[src/cam_config_pkg.sv]
`default_nettype none

package cam_config_pkg;

    // Init table geometry
    localparam int ROM_AW = 8;                          // Table index width
    localparam int ROM_DW = 16;                         // Sub-address in high byte, value in low

    // Marker words decoded by the sequencer
    localparam logic [ROM_DW-1:0] TABLE_END   = 16'hFFFF; // Stop walking the table
    localparam logic [ROM_DW-1:0] TABLE_DELAY = 16'hFFF0; // Insert one settle delay

    // Settle delay per marker, short for simulation
    localparam int DELAY_CYCLES = 2000;                  // Clocks per delay marker
    localparam int DELAY_W      = $clog2(DELAY_CYCLES + 1); // Delay counter width

    // SCCB bus timing and framing
    localparam int SCCB_HALF = 8;                        // Clocks per half sioc period
    localparam int HALF_W    = $clog2(SCCB_HALF);        // Half-period divider width
    localparam int SCCB_BITS = 27;                       // ID, sub-address, value, 9 bits each
    localparam int BIT_W     = $clog2(SCCB_BITS);        // Bit counter width

    // Camera write address on the bus
    localparam logic [7:0] SCCB_ID = 8'h42;              // OV7670 write ID

endpackage

`default_nettype wire

[src/cam_reg_rom.sv]
`timescale 1ns/10ps
`default_nettype none

module cam_reg_rom import cam_config_pkg::*; (
    input  logic              clk,
    input  logic [ROM_AW-1:0] rom_addr,
    output logic [ROM_DW-1:0] rom_data
);

    // One cycle from address to word, no reset on the data
    always_ff @(posedge clk) begin
        case (rom_addr)
            8'd0:  rom_data <= 16'h12_80;    // COM7 soft reset of all registers
            8'd1:  rom_data <= TABLE_DELAY;  // Let the sensor come out of reset
            8'd2:  rom_data <= TABLE_DELAY;
            8'd3:  rom_data <= TABLE_DELAY;  // Third settle period
            8'd4:  rom_data <= 16'h12_14;    // COM7 QVGA frame, RGB out
            8'd5:  rom_data <= 16'h11_80;    // CLKRC pixel clock straight from input
            8'd6:  rom_data <= 16'h0C_04;    // COM3 scaling enable bit only
            8'd7:  rom_data <= 16'h3E_19;    // COM14 pclk divider, manual scale
            8'd8:  rom_data <= 16'h04_00;    // COM1 no CCIR656 framing
            8'd9:  rom_data <= 16'h40_D0;    // COM15 RGB565 over 00..FF
            8'd10: rom_data <= 16'h3A_04;    // TSLB output sequence
            8'd11: rom_data <= 16'h14_18;    // COM9 gain ceiling 4x
            8'd12: rom_data <= 16'h4F_B3;    // Color matrix coefficient 1
            8'd13: rom_data <= 16'h50_B3;    // Coefficient 2
            8'd14: rom_data <= 16'h51_00;    // Coefficient 3
            8'd15: rom_data <= 16'h52_3D;    // Coefficient 4
            8'd16: rom_data <= 16'h53_A7;    // Coefficient 5
            8'd17: rom_data <= 16'h54_E4;    // Coefficient 6
            8'd18: rom_data <= 16'h58_9E;    // Matrix sign bits
            8'd19: rom_data <= 16'h3D_C0;    // COM13 gamma and UV saturation
            8'd20: rom_data <= 16'h17_15;    // HSTART upper bits
            8'd21: rom_data <= 16'h18_03;    // HSTOP upper bits
            8'd22: rom_data <= 16'h32_00;    // HREF edge offsets
            8'd23: rom_data <= 16'h19_03;    // VSTART upper bits
            8'd24: rom_data <= 16'h1A_7B;    // VSTOP upper bits
            8'd25: rom_data <= 16'h03_00;    // VREF low bits
            8'd26: rom_data <= 16'h0F_41;    // COM6 reset timing on format change
            8'd27: rom_data <= 16'h1E_00;    // MVFP no mirror, no flip
            8'd28: rom_data <= 16'h33_0B;    // CHLF array current
            8'd29: rom_data <= 16'h3C_78;    // COM12 HREF gated by VSYNC
            8'd30: rom_data <= 16'h69_00;    // GFIX per-channel gain fix
            8'd31: rom_data <= 16'h74_00;    // REG74 digital gain from VREF
            8'd32: rom_data <= 16'hB0_84;    // Reserved, needed for color balance
            8'd33: rom_data <= 16'hB1_0C;    // ABLC1 black level auto
            8'd34: rom_data <= 16'hB2_0E;    // Reserved
            8'd35: rom_data <= 16'hB3_80;    // THL_ST black level target
            8'd36: rom_data <= 16'h70_3A;    // SCALING_XSC test pattern off
            8'd37: rom_data <= 16'h71_35;    // SCALING_YSC
            8'd38: rom_data <= 16'h72_11;    // DCW down-sample by 2
            8'd39: rom_data <= 16'h73_F1;    // PCLK divider for scaling
            8'd40: rom_data <= 16'hA2_02;    // Pixel clock delay
            8'd41: rom_data <= 16'h7A_20;    // Gamma slope
            8'd42: rom_data <= 16'h7B_10;    // Gamma curve point 1
            8'd43: rom_data <= 16'h7C_1E;
            8'd44: rom_data <= 16'h7D_35;
            8'd45: rom_data <= 16'h7E_5A;
            8'd46: rom_data <= 16'h7F_69;
            8'd47: rom_data <= 16'h80_76;
            8'd48: rom_data <= 16'h81_80;
            8'd49: rom_data <= 16'h82_88;
            8'd50: rom_data <= 16'h83_8F;
            8'd51: rom_data <= 16'h84_96;
            8'd52: rom_data <= 16'h85_A3;
            8'd53: rom_data <= 16'h86_AF;
            8'd54: rom_data <= 16'h87_C4;
            8'd55: rom_data <= 16'h88_D7;
            8'd56: rom_data <= 16'h89_E8;    // Gamma curve point 15
            8'd57: rom_data <= 16'h13_E0;    // COM8 AGC and AEC off while set up
            8'd58: rom_data <= 16'h00_00;    // GAIN cleared
            8'd59: rom_data <= 16'h10_00;    // AECH cleared
            8'd60: rom_data <= 16'h0D_40;    // COM4 reserved bit
            8'd61: rom_data <= 16'h14_18;    // COM9 again, 4x gain ceiling
            8'd62: rom_data <= 16'hA5_05;    // 50 Hz banding step limit
            8'd63: rom_data <= 16'hAB_07;    // 60 Hz banding step limit
            8'd64: rom_data <= 16'h24_95;    // AEW upper exposure bound
            8'd65: rom_data <= 16'h25_33;    // AEB lower exposure bound
            8'd66: rom_data <= 16'h26_E3;    // VPT fast-mode region
            8'd67: rom_data <= 16'h9F_78;    // Histogram AEC 1
            8'd68: rom_data <= 16'hA0_68;    // Histogram AEC 2
            8'd69: rom_data <= 16'hA1_03;    // Reserved
            8'd70: rom_data <= 16'hA6_D8;    // Histogram AEC 3
            8'd71: rom_data <= 16'hA7_D8;    // Histogram AEC 4
            8'd72: rom_data <= 16'hA8_F0;    // Histogram AEC 5
            8'd73: rom_data <= 16'hA9_90;    // Histogram AEC 6
            8'd74: rom_data <= 16'hAA_94;    // Histogram AEC 7
            8'd75: rom_data <= 16'h13_E7;    // COM8 AGC, AWB, AEC back on
            8'd76: rom_data <= TABLE_END;    // Last table word
            default: rom_data <= TABLE_END;  // Anything past the table ends it
        endcase
    end

endmodule

`default_nettype wire

[src/cam_config_seq.sv]
`timescale 1ns/10ps
`default_nettype none

module cam_config_seq import cam_config_pkg::*; (
    input  logic              clk,
    input  logic              rst_n,
    input  logic              start,     // Begin a table walk
    output logic              busy,      // High while walking
    output logic              done,      // One cycle at end of table
    output logic [ROM_AW-1:0] rom_addr,
    input  logic [ROM_DW-1:0] rom_data,
    output logic              wr_start,  // Write request to SCCB master
    output logic [7:0]        wr_addr,
    output logic [7:0]        wr_data,
    input  logic              wr_busy,
    input  logic              wr_done
);

    typedef enum logic [2:0] {
        ST_IDLE,
        ST_FETCH,      // Address on the ROM
        ST_DECODE,     // ROM word valid
        ST_WR_WAIT,    // SCCB write in flight
        ST_DELAY,      // Settle delay
        ST_FINISH      // Done strobe
    } state_t;

    state_t             state;
    logic [ROM_AW-1:0]  index;      // Current table entry
    logic [DELAY_W-1:0] dly_cnt;    // Clocks spent in the delay
    logic               is_end;
    logic               is_delay;
    logic               dly_last;

    // Marker decode lives only here
    assign is_end   = (rom_data == TABLE_END);
    assign is_delay = (rom_data == TABLE_DELAY);
    assign dly_last = (dly_cnt == DELAY_W'(DELAY_CYCLES - 1));

    assign rom_addr = index;
    assign wr_addr  = rom_data[ROM_DW-1 -: 8];  // Upper byte is sub-address
    assign wr_data  = rom_data[7:0];            // Lower byte is value

    // Strobe only for ordinary words
    assign wr_start = (state == ST_DECODE) && !is_end && !is_delay;

    // Busy drops together with done
    assign busy = (state != ST_IDLE) && (state != ST_FINISH);
    assign done = (state == ST_FINISH);

    always_ff @(posedge clk or negedge rst_n) begin
        if (!rst_n) begin
            state   <= ST_IDLE;
            index   <= '0;
            dly_cnt <= '0;
        end else begin
            case (state)
                ST_IDLE: begin
                    if (start) begin
                        index <= '0;          // Always restart at the first entry
                        state <= ST_FETCH;
                    end
                end
                ST_FETCH: begin
                    state <= ST_DECODE;       // ROM registers the word this cycle
                end
                ST_DECODE: begin
                    if (is_end) begin
                        state <= ST_FINISH;
                    end else if (is_delay) begin
                        dly_cnt <= '0;
                        state   <= ST_DELAY;
                    end else if (!wr_busy) begin
                        state <= ST_WR_WAIT;  // wr_start fires this cycle
                    end
                end
                ST_WR_WAIT: begin
                    if (wr_done) begin
                        index <= index + 1'b1;
                        state <= ST_FETCH;
                    end
                end
                ST_DELAY: begin
                    if (dly_last) begin
                        index <= index + 1'b1;
                        state <= ST_FETCH;
                    end else begin
                        dly_cnt <= dly_cnt + 1'b1;
                    end
                end
                ST_FINISH: begin
                    if (start) begin          // Not busy here, so a new run may begin
                        index <= '0;
                        state <= ST_FETCH;
                    end else begin
                        state <= ST_IDLE;
                    end
                end
                default: state <= ST_IDLE;
            endcase
        end
    end

endmodule

`default_nettype wire

[src/sccb_write_master.sv]
`timescale 1ns/10ps
`default_nettype none

module sccb_write_master import cam_config_pkg::*; (
    input  logic       clk,
    input  logic       rst_n,
    input  logic       wr_start,   // Begin one three-phase write
    input  logic [7:0] wr_addr,    // Register sub-address
    input  logic [7:0] wr_data,    // Register value
    output logic       wr_busy,
    output logic       wr_done,    // One cycle after the stop condition
    output logic       sioc,       // SCCB clock, idle high
    output logic       siod_oe     // 1 pulls siod low, 0 releases it
);

    typedef enum logic [1:0] {
        S_IDLE,
        S_START,   // Data low under high clock, then clock low
        S_DATA,    // 27 bits, two halves each
        S_STOP     // Clock high, then data released
    } state_t;

    state_t               state;
    logic [HALF_W-1:0]    div_cnt;   // Clocks within a half period
    logic [1:0]           half;      // Half index within the phase
    logic [BIT_W-1:0]     bit_cnt;   // Bit being sent
    logic [SCCB_BITS-1:0] shreg;     // MSB is the next bit on the line
    logic                 tick;      // Last clock of a half period
    logic                 last_bit;
    logic                 shift_en;

    assign tick     = (div_cnt == HALF_W'(SCCB_HALF - 1));
    assign last_bit = (bit_cnt == BIT_W'(SCCB_BITS - 1));
    assign wr_busy  = (state != S_IDLE);

    // Shift when the next bit goes onto the line
    assign shift_en = tick && (half == 2'd1) &&
                      ((state == S_START) || ((state == S_DATA) && !last_bit));

    // Payload, ninth bit of each byte is a released 1
    always_ff @(posedge clk) begin
        if ((state == S_IDLE) && wr_start) begin
            shreg <= {SCCB_ID, 1'b1, wr_addr, 1'b1, wr_data, 1'b1};
        end else if (shift_en) begin
            shreg <= {shreg[SCCB_BITS-2:0], 1'b1};
        end
    end

    always_ff @(posedge clk or negedge rst_n) begin
        if (!rst_n) begin
            state   <= S_IDLE;
            div_cnt <= '0;
            half    <= '0;
            bit_cnt <= '0;
            sioc    <= 1'b1;
            siod_oe <= 1'b0;
            wr_done <= 1'b0;
        end else begin
            wr_done <= 1'b0;
            if (state == S_IDLE) begin
                div_cnt <= '0;
                if (wr_start) begin
                    state   <= S_START;
                    half    <= '0;
                    siod_oe <= 1'b1;               // Start, data falls while clock high
                end
            end else begin
                div_cnt <= tick ? '0 : div_cnt + 1'b1;
                if (tick) begin
                    case (state)
                        S_START: begin
                            if (half == 2'd0) begin
                                sioc <= 1'b0;
                                half <= 2'd1;
                            end else begin
                                state   <= S_DATA;
                                half    <= 2'd0;
                                bit_cnt <= '0;
                                siod_oe <= ~shreg[SCCB_BITS-1]; // First ID bit
                            end
                        end
                        S_DATA: begin
                            if (half == 2'd0) begin
                                sioc <= 1'b1;              // Bit valid on rising clock
                                half <= 2'd1;
                            end else begin
                                sioc <= 1'b0;
                                half <= 2'd0;
                                if (last_bit) begin
                                    state   <= S_STOP;
                                    siod_oe <= 1'b1;       // Hold low ahead of stop
                                end else begin
                                    bit_cnt <= bit_cnt + 1'b1;
                                    siod_oe <= ~shreg[SCCB_BITS-1];
                                end
                            end
                        end
                        S_STOP: begin
                            if (half == 2'd0) begin
                                sioc <= 1'b1;
                                half <= 2'd1;
                            end else if (half == 2'd1) begin
                                siod_oe <= 1'b0;           // Stop, data rises under high clock
                                half    <= 2'd2;
                            end else begin
                                state   <= S_IDLE;
                                wr_done <= 1'b1;
                            end
                        end
                        default: state <= S_IDLE;
                    endcase
                end
            end
        end
    end

endmodule

`default_nettype wire

[src/cam_config_top.sv]
`timescale 1ns/10ps
`default_nettype none

module cam_config_top import cam_config_pkg::*; (
    input  logic clk,
    input  logic rst_n,
    input  logic start,     // Kick off camera init
    output logic busy,
    output logic done,
    output logic sioc,      // SCCB clock pin
    output logic siod_oe    // Open-drain enable for the SCCB data pin
);

    logic [ROM_AW-1:0] rom_addr;
    logic [ROM_DW-1:0] rom_data;
    logic              wr_start;   // Sequencer to master
    logic [7:0]        wr_addr;
    logic [7:0]        wr_data;
    logic              wr_busy;    // Master back to sequencer
    logic              wr_done;

    cam_reg_rom i_rom (
        .clk      (clk),
        .rom_addr (rom_addr),
        .rom_data (rom_data)
    );

    cam_config_seq i_seq (
        .clk      (clk),
        .rst_n    (rst_n),
        .start    (start),
        .busy     (busy),
        .done     (done),
        .rom_addr (rom_addr),
        .rom_data (rom_data),
        .wr_start (wr_start),
        .wr_addr  (wr_addr),
        .wr_data  (wr_data),
        .wr_busy  (wr_busy),
        .wr_done  (wr_done)
    );

    sccb_write_master i_sccb (
        .clk      (clk),
        .rst_n    (rst_n),
        .wr_start (wr_start),
        .wr_addr  (wr_addr),
        .wr_data  (wr_data),
        .wr_busy  (wr_busy),
        .wr_done  (wr_done),
        .sioc     (sioc),
        .siod_oe  (siod_oe)
    );

endmodule

`default_nettype wire

[config.mk]
export PLATFORM = sky130hd
export DESIGN_NAME = cam_config_top
export DESIGN_NICKNAME = d
export VERILOG_FILES = /design/src/cam_config_pkg.sv /design/src/cam_reg_rom.sv /design/src/cam_config_seq.sv /design/src/sccb_write_master.sv /design/src/cam_config_top.sv
export SDC_FILE = /design/constraint.sdc
export NUM_CORES = 1
export LEC_CHECK = 0
export BUFFER_PORTS_ARGS = -buffer_cell sky130_fd_sc_hd__buf_2
export CORE_UTILIZATION = 40
export CTS_CLUSTER_SIZE = 14
export DETAILED_ROUTE_END_ITERATION = 8
export PLACE_DENSITY_LB_ADDON = 0.12
export RECOVER_POWER = 50
export SLEW_MARGIN = 20
export SYNTH_ARGS = -nofsm -noshare
export SYNTH_HDL_FRONTEND = slang
export SYNTH_SLANG_ARGS = --single-unit
[constraint.sdc]
create_clock -name clk -period 2.9 [get_ports clk]
set_input_delay 0.58 -clock clk [delete_from_list [all_inputs] [get_ports clk]]
set_output_delay 0.58 -clock clk [all_outputs]
set_load 0.005 [all_outputs]
Yosys cells after proc, flatten, opt, wreduce, memory -nomap -nowiden --
Memory sizes are Yosys's and may differ from the RTL's. A register that Yosys moved wholly into a read port is not among the register bits. Index checks and enable logic that the tools add are counted.
Word-level totals: register bits 63, memory bits (read-only) 2048, memories kept 1
Operators by class: bitwise operators 2, $add $sub $neg 4, multiplexer cells 58, reductions and logical operators 34, eq/ne operators 36
Memory list:
- (name not given) | words 128, bits a word 16, read ports 1, clocked after Yosys merged registers in 1, wr ports 0, RTL line cam_reg_rom.sv:12 | case (rom_addr)
Operators with widths (count):
- $mux 18 | 2
- $mux 11 | 3
- $eq 16x16->1 const B | 2
- $mux 2 | 13
- $mux 3 | 8
- $mux 8 | 3
- $pmux 8 s3 | 1
- $pmux 11 s2 | 1
- $mux 1 | 18
- $pmux 3 s6 | 1
- $reduce_and 4->1 | 4
- $mux 5 | 3
- $ne 2x2->1 const B | 7
- $reduce_and 7->1 | 2
- $ne 2x1->1 const B | 6
- $ne 3x3->1 const B | 4
- $reduce_bool 3->1 | 4
- $add 11x1->11 const B | 1
- $eq 11x11->1 const B | 1
- $pmux 5 s2 | 1
- $reduce_bool 2->1 | 5
- $eq 3x3->1 const B | 3
- $add 8x1->8 const B | 1
- $logic_and 1x1->1 | 7
- other kinds (23) | 33

Longest topological paths before layout --
Gate-level depths: netlist of the first run.
word-level depth 7, mapped depth 9, depth with buffers taken out 8

Cells and area by module --
Synthesis of the first run repeated with hierarchy kept, for this count alone.
Unflattened totals: cell total of the unflattened synthesis 665, area total of the unflattened synthesis 5624.1 µm²
Modules (own cells, without submodules):
- cam_reg_rom | area each 2137.0 µm², seq. area each 320.3 µm², cells each 305, instances 1
- sccb_write_master | area each 1968.1 µm², seq. area each 1057.3 µm², cells each 200, instances 1
- cam_config_seq | area each 1519.0 µm², seq. area each 550.5 µm², cells each 160, instances 1

Worst setup path before layout of the first run --
No wires, ideal clock.
kind register to register, from reg i_sccb.state[0], to reg i_sccb.shreg[10], enable pin, cell stages (with the launch flop) 6, setup time 0.411 ns, required time 2.489 ns, arrival 2.228 ns, buffers on the path 1, period minus slack after synthesis 2.639 ns, path slack 0.261 ns, path through dfrtp_1 inv_1 ha_1 buf_2 nand2_1 o21ai_0
Between the ends: longest elaborated chain between the ends 5, elaborated cells between the ends (all ways) 8, those cells by class 2 x eq/ne; 6 x reduce/logical
RTL lines:
- start: declaration | RTL line sccb_write_master.sv:23 | state_t state;
- start signal: assignment | RTL line sccb_write_master.sv:51 | state <= S_IDLE;
- start signal: assignment | RTL line sccb_write_master.sv:63 | state <= S_START;
- start signal: assignment | RTL line sccb_write_master.sv:76 | state <= S_DATA;
- $eq 2x2->1 | RTL line sccb_write_master.sv:38 | ((state == S_START) || ((state == S_DATA) && !last_bit));
- $logic_and 1x1->1 | RTL line sccb_write_master.sv:38
- $logic_or 1x1->1 | RTL line sccb_write_master.sv:38
- $logic_and 1x1->1 | RTL line sccb_write_master.sv:37 | assign shift_en = tick && (half == 2'd1) &&
- $reduce_bool 2->1 (no source line) (*)
- end signal: assignment | RTL line sccb_write_master.sv:43 | shreg <= {SCCB_ID, 1'b1, wr_addr, 1'b1, wr_data, 1'b1};
- end signal: assignment | RTL line sccb_write_master.sv:45 | shreg <= {shreg[SCCB_BITS-2:0], 1'b1};
- end: declaration | RTL line sccb_write_master.sv:27 | logic [SCCB_BITS-1:0] shreg;
Every way passes the cells marked *; elsewhere a longest branch is shown, timed or not. A chain may end at the register's enable or synchronous reset.

Worst setup path after layout of the first run --
from reg i_rom.rom_data[0], to reg i_seq.dly_cnt[2]
Between the ends: longest elaborated chain between the ends 3, elaborated cells between the ends (all ways) 5, those cells by class 4 x eq/ne; 1 x reduce/logical
RTL lines:
- start: declaration | RTL line cam_reg_rom.sv:7 | output logic [ROM_DW-1:0] rom_data
- $eq 16x16->1 (on tied branches) | RTL line cam_config_seq.sv:36, cam_config_seq.sv:37
- $ne 2x2->1 (no source line) or $ne 2x1->1 (tied branches)
- $reduce_and 4->1 (no source line) (*)
- end signal: assignment | RTL line cam_config_seq.sv:88 | dly_cnt <= dly_cnt + 1'b1;
- end: declaration | RTL line cam_config_seq.sv:30 | logic [DELAY_W-1:0] dly_cnt;
Marked as above.

==> key figures, run 1 <==
STA
  – Worst-margin pin slew: 2.02 ns
  – Crit path time final: 2.53 ns
  – Worst Skew: 0.00642 ns
  – Highest clock rate: 396 MHz
  – TNS Setup: 0 ns
  – Max_slew headroom: -35.0%
  – Period utilisation layout: 87.2%
  – RSZ-0062 raised after global routing: false
  – Pins Over Slew Limit: 38
  – Hold Fails Final Rpt: 0
  – Final setup viols: 0

Setup path
  – Critical path launch point type: flip-flop
  – CP startpoint: i_rom.rom_data[0]
  – R2R depth: 5
  – CP arrival: 2.75 ns
  – Critical R2R Launch: i_rom.rom_data[0]
  – Critical path class: flip-flop to flip-flop
  – Setup crit end kind: flip-flop
  – CP Max Fanout: 7
  – Critical path required time: 3.12 ns
  – RR Endpoint: i_seq.dly_cnt[2]
  – Crit path to: i_seq.dly_cnt[2]
  – R2R Setup Slk: 0.37 ns

Clocking
  – Sink Count: 79
  – Root buffer cell: clkbuf_16
  – PostCTS Resize Cnt: 0
  – Hold buffers post-CTS: 0
  – CTS buffer count: 9
  – Max clock buf depth: 2
  – Clock-pin slew on the worst setup and hold paths: 0.06 ns
  – Post-CTS Setup Repair Bufs: 0
  – CTS tree: done
  – CTS HTree Levels: 3
  – Latest clock arrival within the worst-skew pair: 0.34 ns

Routing
  – Vias/cell: 6.00
  – First-pass DRT Iterations: 7
  – DR WL/cell: 18.1 microns
  – Initial drt markers: 595
  – WL final: 14,900 microns
  – Drc violations: 0
  – Final ANT Viol Nets: 0
  – Vias: 4,931

Yosys
  – Synth warn: 0
  – Yosys top cell by area: dfrtp_1
  – Count leader, synth: nand2_1
  – Post-Synthesis Cell Area: 5320 sq um
  – Synth area leaders: dfrtp_1, dfxtp_1, edfxtp_1, nand2_1, ha_1
  – Syn_nets: 688
  – Share of the synthesized area in the top cell type: 16.9%
  – Synth Instances: 657
  – Number of synthesized register bits: 79
  – Post-synth EDFFs: 16
  – Synth top cells by count: nand2_1, a21oi_1, nor2_1
  – Post-synthesis sequential area ratio: 36.2%
  – Synth async-reset ratio: 46.8%
  – Main flop type after synthesis: dfrtp_1
  – Avg Cell Area, Syn: 8.10 sq um
  – Synth cell types: 73

Pwr
  – Internal: 2.93 mW
  – Max rail drop VDD: 0.533 mV
  – PwrDens: 861 nW/um^2
  – Net Switching: 2.06 mW
  – Sequential share of power: 33.0%
  – Power share of the clock group: 22.5%
  – Leakage power: 2.23 nW
  – Sw frac: 41.3%
  – Comb power frac: 44.5%

Layout
  – Share of post-route cells with drive strength above 1: 8.77%
  – Nets: 676
  – Antenna Cells: 0
  – Final core occ: 45.4%
  – # fillers: 1,278
  – Synthesis-to-finish area growth: 8.86%

Floorplanning
  – CORE AREA: 12,800 sq um
  – DIE WIDTH: 117 microns
  – Row count: 41
  – Io pins: 7
  – Initial core utilization: 41.7%
  – Die area: 13,800 sq um
  – Chip Height: 117 microns

GRT
  – Overall global routing resource usage: 22.3%
  – Largest net degree at the start of global routing: 41
  – Most Crowded Layer GR: met2
  – Met2 Use GR: 33.5%
  – Initial antenna violation count: 0
  – Total gr overflow: 0
  – Global-route wire length before repair: 24,700 microns
  – Met1 usage: 30.0%
  – Met3 Use GR: 4.91%
  – Vias in the first global route: 4,736

Placement
  – Hpwl dp: 10,400 microns
  – Routability cong.: 0.960
  – Port Buf Inserts: 6

Worst hold path
  – Hold path depth: 1
  – Hold Path Class: flip-flop to flip-flop

Outcome
  – Failing checks: max-capacitance violations, max-slew violations
  – Outcome: finished with violations

Flow run
  – Max Cap Viol: 1
[stage by stage]
step / total power, mW / setup slack [ns] / instance area (sq um) / hold slack, ns / cells
after floorplan: 3.20 / 0.261 / 5320 / 0.284 / 657
after CTS: 4.99 / 0.558 / 5810 / 0.371 / 822
after detailed placement: 3.84 / 0.550 / 5520 / 0.431 / 806
after global placement: 3.85 / 0.622 / 5520 / 0.422 / 806
final: 4.99 / 0.372 / 5790 / 0.435 / 822
after global routing: 5.32 / 0.241 / 5790 / 0.459 / 822
[worst max-delay path: stages (launching register included)]
cell and delay [ns]:
dfxtp_1 0.34, or4_1 0.60, nor4_1 0.63, and2_1 0.42, nor2_2 0.10, a221o_1 0.31
[registers in the layout, indices dropped and copies added (netlist names)]
| signal | flops |
|---|---|
| i_sccb.shreg | 26 |
| i_rom.rom_data | 16 |
| i_seq.dly_cnt | 11 |
| i_seq.rom_addr | 8 |
| i_sccb.bit_cnt | 5 |
| i_sccb.div_cnt | 3 |
| i_seq.state | 3 |
| i_sccb.half | 2 |
| i_sccb.state | 2 |
| i_sccb.sioc | 1 |
| i_sccb.siod_oe | 1 |
| i_sccb.wr_done | 1 |
[cells in the final DEF (no fill, tap or decap), types with 10 or more instances in the layout]
cell / n
nand3_1: 14
ha_1: 28
edfxtp_1: 16
o21ai_1: 18
nand4_1: 14
dfxtp_1: 26
dfrtp_1: 34
o21ai_0: 43
inv_1: 21
buf_4: 19
nand2_1: 103
a21oi_1: 54
nor2b_1: 16
a211oi_1: 12
nor2_1: 52
nand2b_1: 13
nor3_1: 10
[worst min path at each step]
| stage | from | endpoint | slack, ns |
|---|---|---|---|
| after floorplan | rst_n | i_sccb.bit_cnt[0] | 0.28 |
| after global placement | i_sccb.div_cnt[0] | i_sccb.div_cnt[0] | 0.42 |
| after detailed placement | i_sccb.div_cnt[0] | i_sccb.div_cnt[0] | 0.43 |
| after CTS | rst_n | i_seq.dly_cnt[0] | 0.37 |
| after global routing | i_sccb.div_cnt[0] | i_sccb.div_cnt[0] | 0.46 |
| final | i_sccb.div_cnt[0] | i_sccb.div_cnt[0] | 0.43 |
[cell type report]
class                           count  area (sq um)  share of cell area (%)
Timing Repair Buffer               27           194                    3.35
Tap cell                          172           215                    3.71
Clock buffer                       13           240                    4.15
Multi-Input combinational cell    507          3090                    53.3
Sequential cell                    79          1930                    33.3
Inverter                           21          78.8                    1.36
Clock inverter                      3          46.3                   0.799
[metal layers]
metal / vias to the layer above / wire [microns]
met5: - / 0
met4: 0 / 509
met3: 45 / 1040
met2: 228 / 6630
met1: 2299 / 6700
li1: 2359 / -
[power groups by stage]
stage | combinational (mW) | clock (mW) | sequential (mW)
2_1_floorplan | 1.66 | 0 | 1.54
3_3_place_gp | 2.19 | 0 | 1.66
3_5_place_dp | 2.17 | 0 | 1.66
4_1_cts | 2.19 | 1.16 | 1.64
5_1_grt | 2.44 | 1.19 | 1.68
6_report | 2.22 | 1.12 | 1.64
[kinds of logic after synthesis]
logic type	share of synthesized area, %
AND/OR/NAND/NOR	23.1
AO/OA/AOI/OAI	26.0
flip-flops	36.2
buffers and inverters	5.60
adder cells (fa/ha/maj)	6.58
XOR/XNOR	1.32
multiplexers	1.27
(Power assumes the default switching activity.)
==> run 2, diff against run 1 <==
Settings changed: BUFFER_PORTS_ARGS -buffer_cell sky130_fd_sc_hd__buf_2 to -buffer_cell sky130_fd_sc_hd__buf_4, RECOVER_POWER 50 to 100.
==> run 2 against run 1 <==
The flow still finishes with violations (max-capacitance violations, max-slew violations). First-iteration DRC count fell by 6.1%. Utilization rose by 0.078 points. Critical path type unchanged. Critical path depth rose by 2. Flip-flop and latch count did not move.
==> key figures, run 2 (synthesized netlist as in run 1, its figures left out) <==
Floorplanning
  – CORE AREA: 12,800 sq um
  – Die area: 13,800 sq um
  – DIE WIDTH: 117 microns
  – Chip Height: 117 microns
  – Io pins: 7
  – Initial core utilization: 41.7%
  – Row count: 41

Placement
  – Setup slack at placement: 0.563 ns
  – Routability cong.: 0.965
  – Cell Count Post-Placement: 807
  – Port Buf Inserts: 6
  – Dpl cell area: 5530 sq um
  – Hpwl dp: 10,500 microns

Setup path
  – Critical path required time: 3.11 ns
  – R2R depth: 7
  – Worst path slowest cell: dfrtp_2
  – Setup crit end kind: flip-flop
  – Most frequent CP cell: inv_1
  – Critical path launch point type: flip-flop
  – Worst path cell trace: inv_1 > clkbuf_1 > ha_1 > inv_1 > a31oi_1 > a211oi_1 > o311ai_0
  – CP startpoint: i_seq.rom_addr[2]
  – CP peak stage delay: 0.59 ns
  – Critical R2R Launch: i_seq.rom_addr[2]
  – Critical path class: flip-flop to flip-flop
  – CP Max Fanout: 25
  – R2R Setup Slk: 0.28 ns
  – CP arrival: 2.83 ns
  – RR Endpoint: i_rom.rom_data[9]

Layout
  – Synthesis-to-finish area growth: 9.05%
  – Share of post-route cells with drive strength above 1: 8.45%
  – Nets: 677
  – Commonest non-fill, non-tap cell in the layout: nand2_1
  – # fillers: 1,266
  – Register area: 1930 sq um
  – Biggest register: i_sccb.shreg
  – Design area: 5800 sq um
  – Antenna Cells: 0
  – Count of non-filler cells in the finished layout: 823
  – Top Registers: i_sccb.shreg (26), i_rom.rom_data (16), i_seq.dly_cnt (11)
  – Multi-input logic area: 3080 sq um
  – Commonest non-fill, non-tap cells in the layout: nand2_1, o21ai_0, a21oi_1
  – Max reg flops: 26

GRT
  – Vias in the first global route: 4,809
  – Total gr overflow: 0
  – Global-route wire length before repair: 25,200 microns
  – Largest net degree at the start of global routing: 41
  – Initial antenna violation count: 0
  – Overall global routing resource usage: 22.8%

Outcome
  – Outcome: finished with violations
  – Failing checks: max-capacitance violations, max-slew violations

Routing
  – Vias/cell: 6.01
  – Vias: 4,944
  – Final ANT Viol Nets: 0
  – Initial drt markers: 559
  – First-pass DRT Iterations: 6
  – WL final: 15,100 microns
  – DR WL/cell: 18.3 microns
  – Drc violations: 0

STA
  – Worst Skew: 0.0124 ns
  – Crit path time final: 2.62 ns
  – Max_slew headroom: -34.6%
  – Period utilisation layout: 90.4%
  – Fin worst setup slack: 0.277 ns
  – Final setup viols: 0
  – RSZ-0062 raised after global routing: false
  – Min Hold Slack: 0.431 ns
  – Highest clock rate: 381 MHz
  – Pins Over Slew Limit: 38
  – Hold Fails Final Rpt: 0
  – TNS Setup: 0 ns
  – Worst-margin pin slew: 2.02 ns

Flow run
  – Max Cap Viol: 1

Clocking
  – PostCTS Resize Cnt: 0
  – Latest clock arrival within the worst-skew pair: 0.35 ns
  – Hold buffers post-CTS: 0
  – Max clock buf depth: 2
  – Root buffer cell: clkbuf_16
  – Sink Count: 79
  – CTS HTree Levels: 3
  – Post-CTS Setup Repair Bufs: 0
  – CTS tree: done
  – Clock-pin slew on the worst setup and hold paths: 0.06 ns
  – CTS buffer count: 9

Pwr
  – Leakage power: 2.23 nW
  – PwrDens: 870 nW/um^2
  – Max rail drop VDD: 0.592 mV

Worst hold path
  – Hold Path Class: flip-flop to flip-flop
  – Hold path depth: 1
  – HP Start: i_sccb.div_cnt[0]
  – End of the worst hold path: i_sccb.div_cnt[0]
run 2: cell types whose count changed in the layout (fill, tap and decap cells not counted), sizes merged:
cell | before | now
buf | 24 | 18
bufinv | 1 | 2
clkinvlp | 1 | 0
clkbuf | 16 | 21
clkinv | 1 | 3
run 2: per-layer routing:
metal	track usage (%)	wire [microns]	vias up
li1	-	-	2363
met1	30.4	6670	2298
met2	35.2	6600	228
met3	4.82	1160	55
met4	10.5	624	0
met5	0	0	-
run 2: final cells by class:
cell class                 instances  share of cell area (%)
multi-input combinational        507                    53.0
sequential                        79                    33.3
timing repair buffer              28                    3.19
tap                              172                    3.71
clock buffer                      11                    4.07
inverter                          21                    1.36
clock inverter                     5                    1.42
run 2: worst max-delay path by stage:
stage                         to  slack (ns)  cells past startpoint
6_report       i_rom.rom_data[9]        0.28                      7
5_1_grt        i_rom.rom_data[9]        0.22                      7
4_1_cts          i_sccb.state[1]        0.53                      7
3_5_place_dp     i_sccb.state[1]        0.56                      7
3_3_place_gp     i_sccb.state[1]        0.62                      7
2_1_floorplan   i_sccb.shreg[10]        0.26                      5
run 2: critical path, delay by kind of cell (launching register included):
kind / cells / cell delay [ns]
AO/OA/AOI/OAI: 3 / 0.66
adder cells (fa/ha/maj): 1 / 0.26
buffers and inverters: 3 / 0.99
flip-flops: 1 / 0.59
run 2: where the power goes:
part	internal, mW	leakage (nW)	switching [mW]
Sequential	1.40	0.846	0.249
Clock	0.766	0.157	0.470
Combinational	0.805	1.23	1.36
Total	2.97	2.23	2.08
run 2: stage by stage:
stage	util (%)	total power, mW
final	45.4	5.05
after global routing	45.4	5.41
after CTS	45.8	5.12
after detailed placement	43.3	3.85
after global placement	43.3	3.86
after floorplan	-	3.20
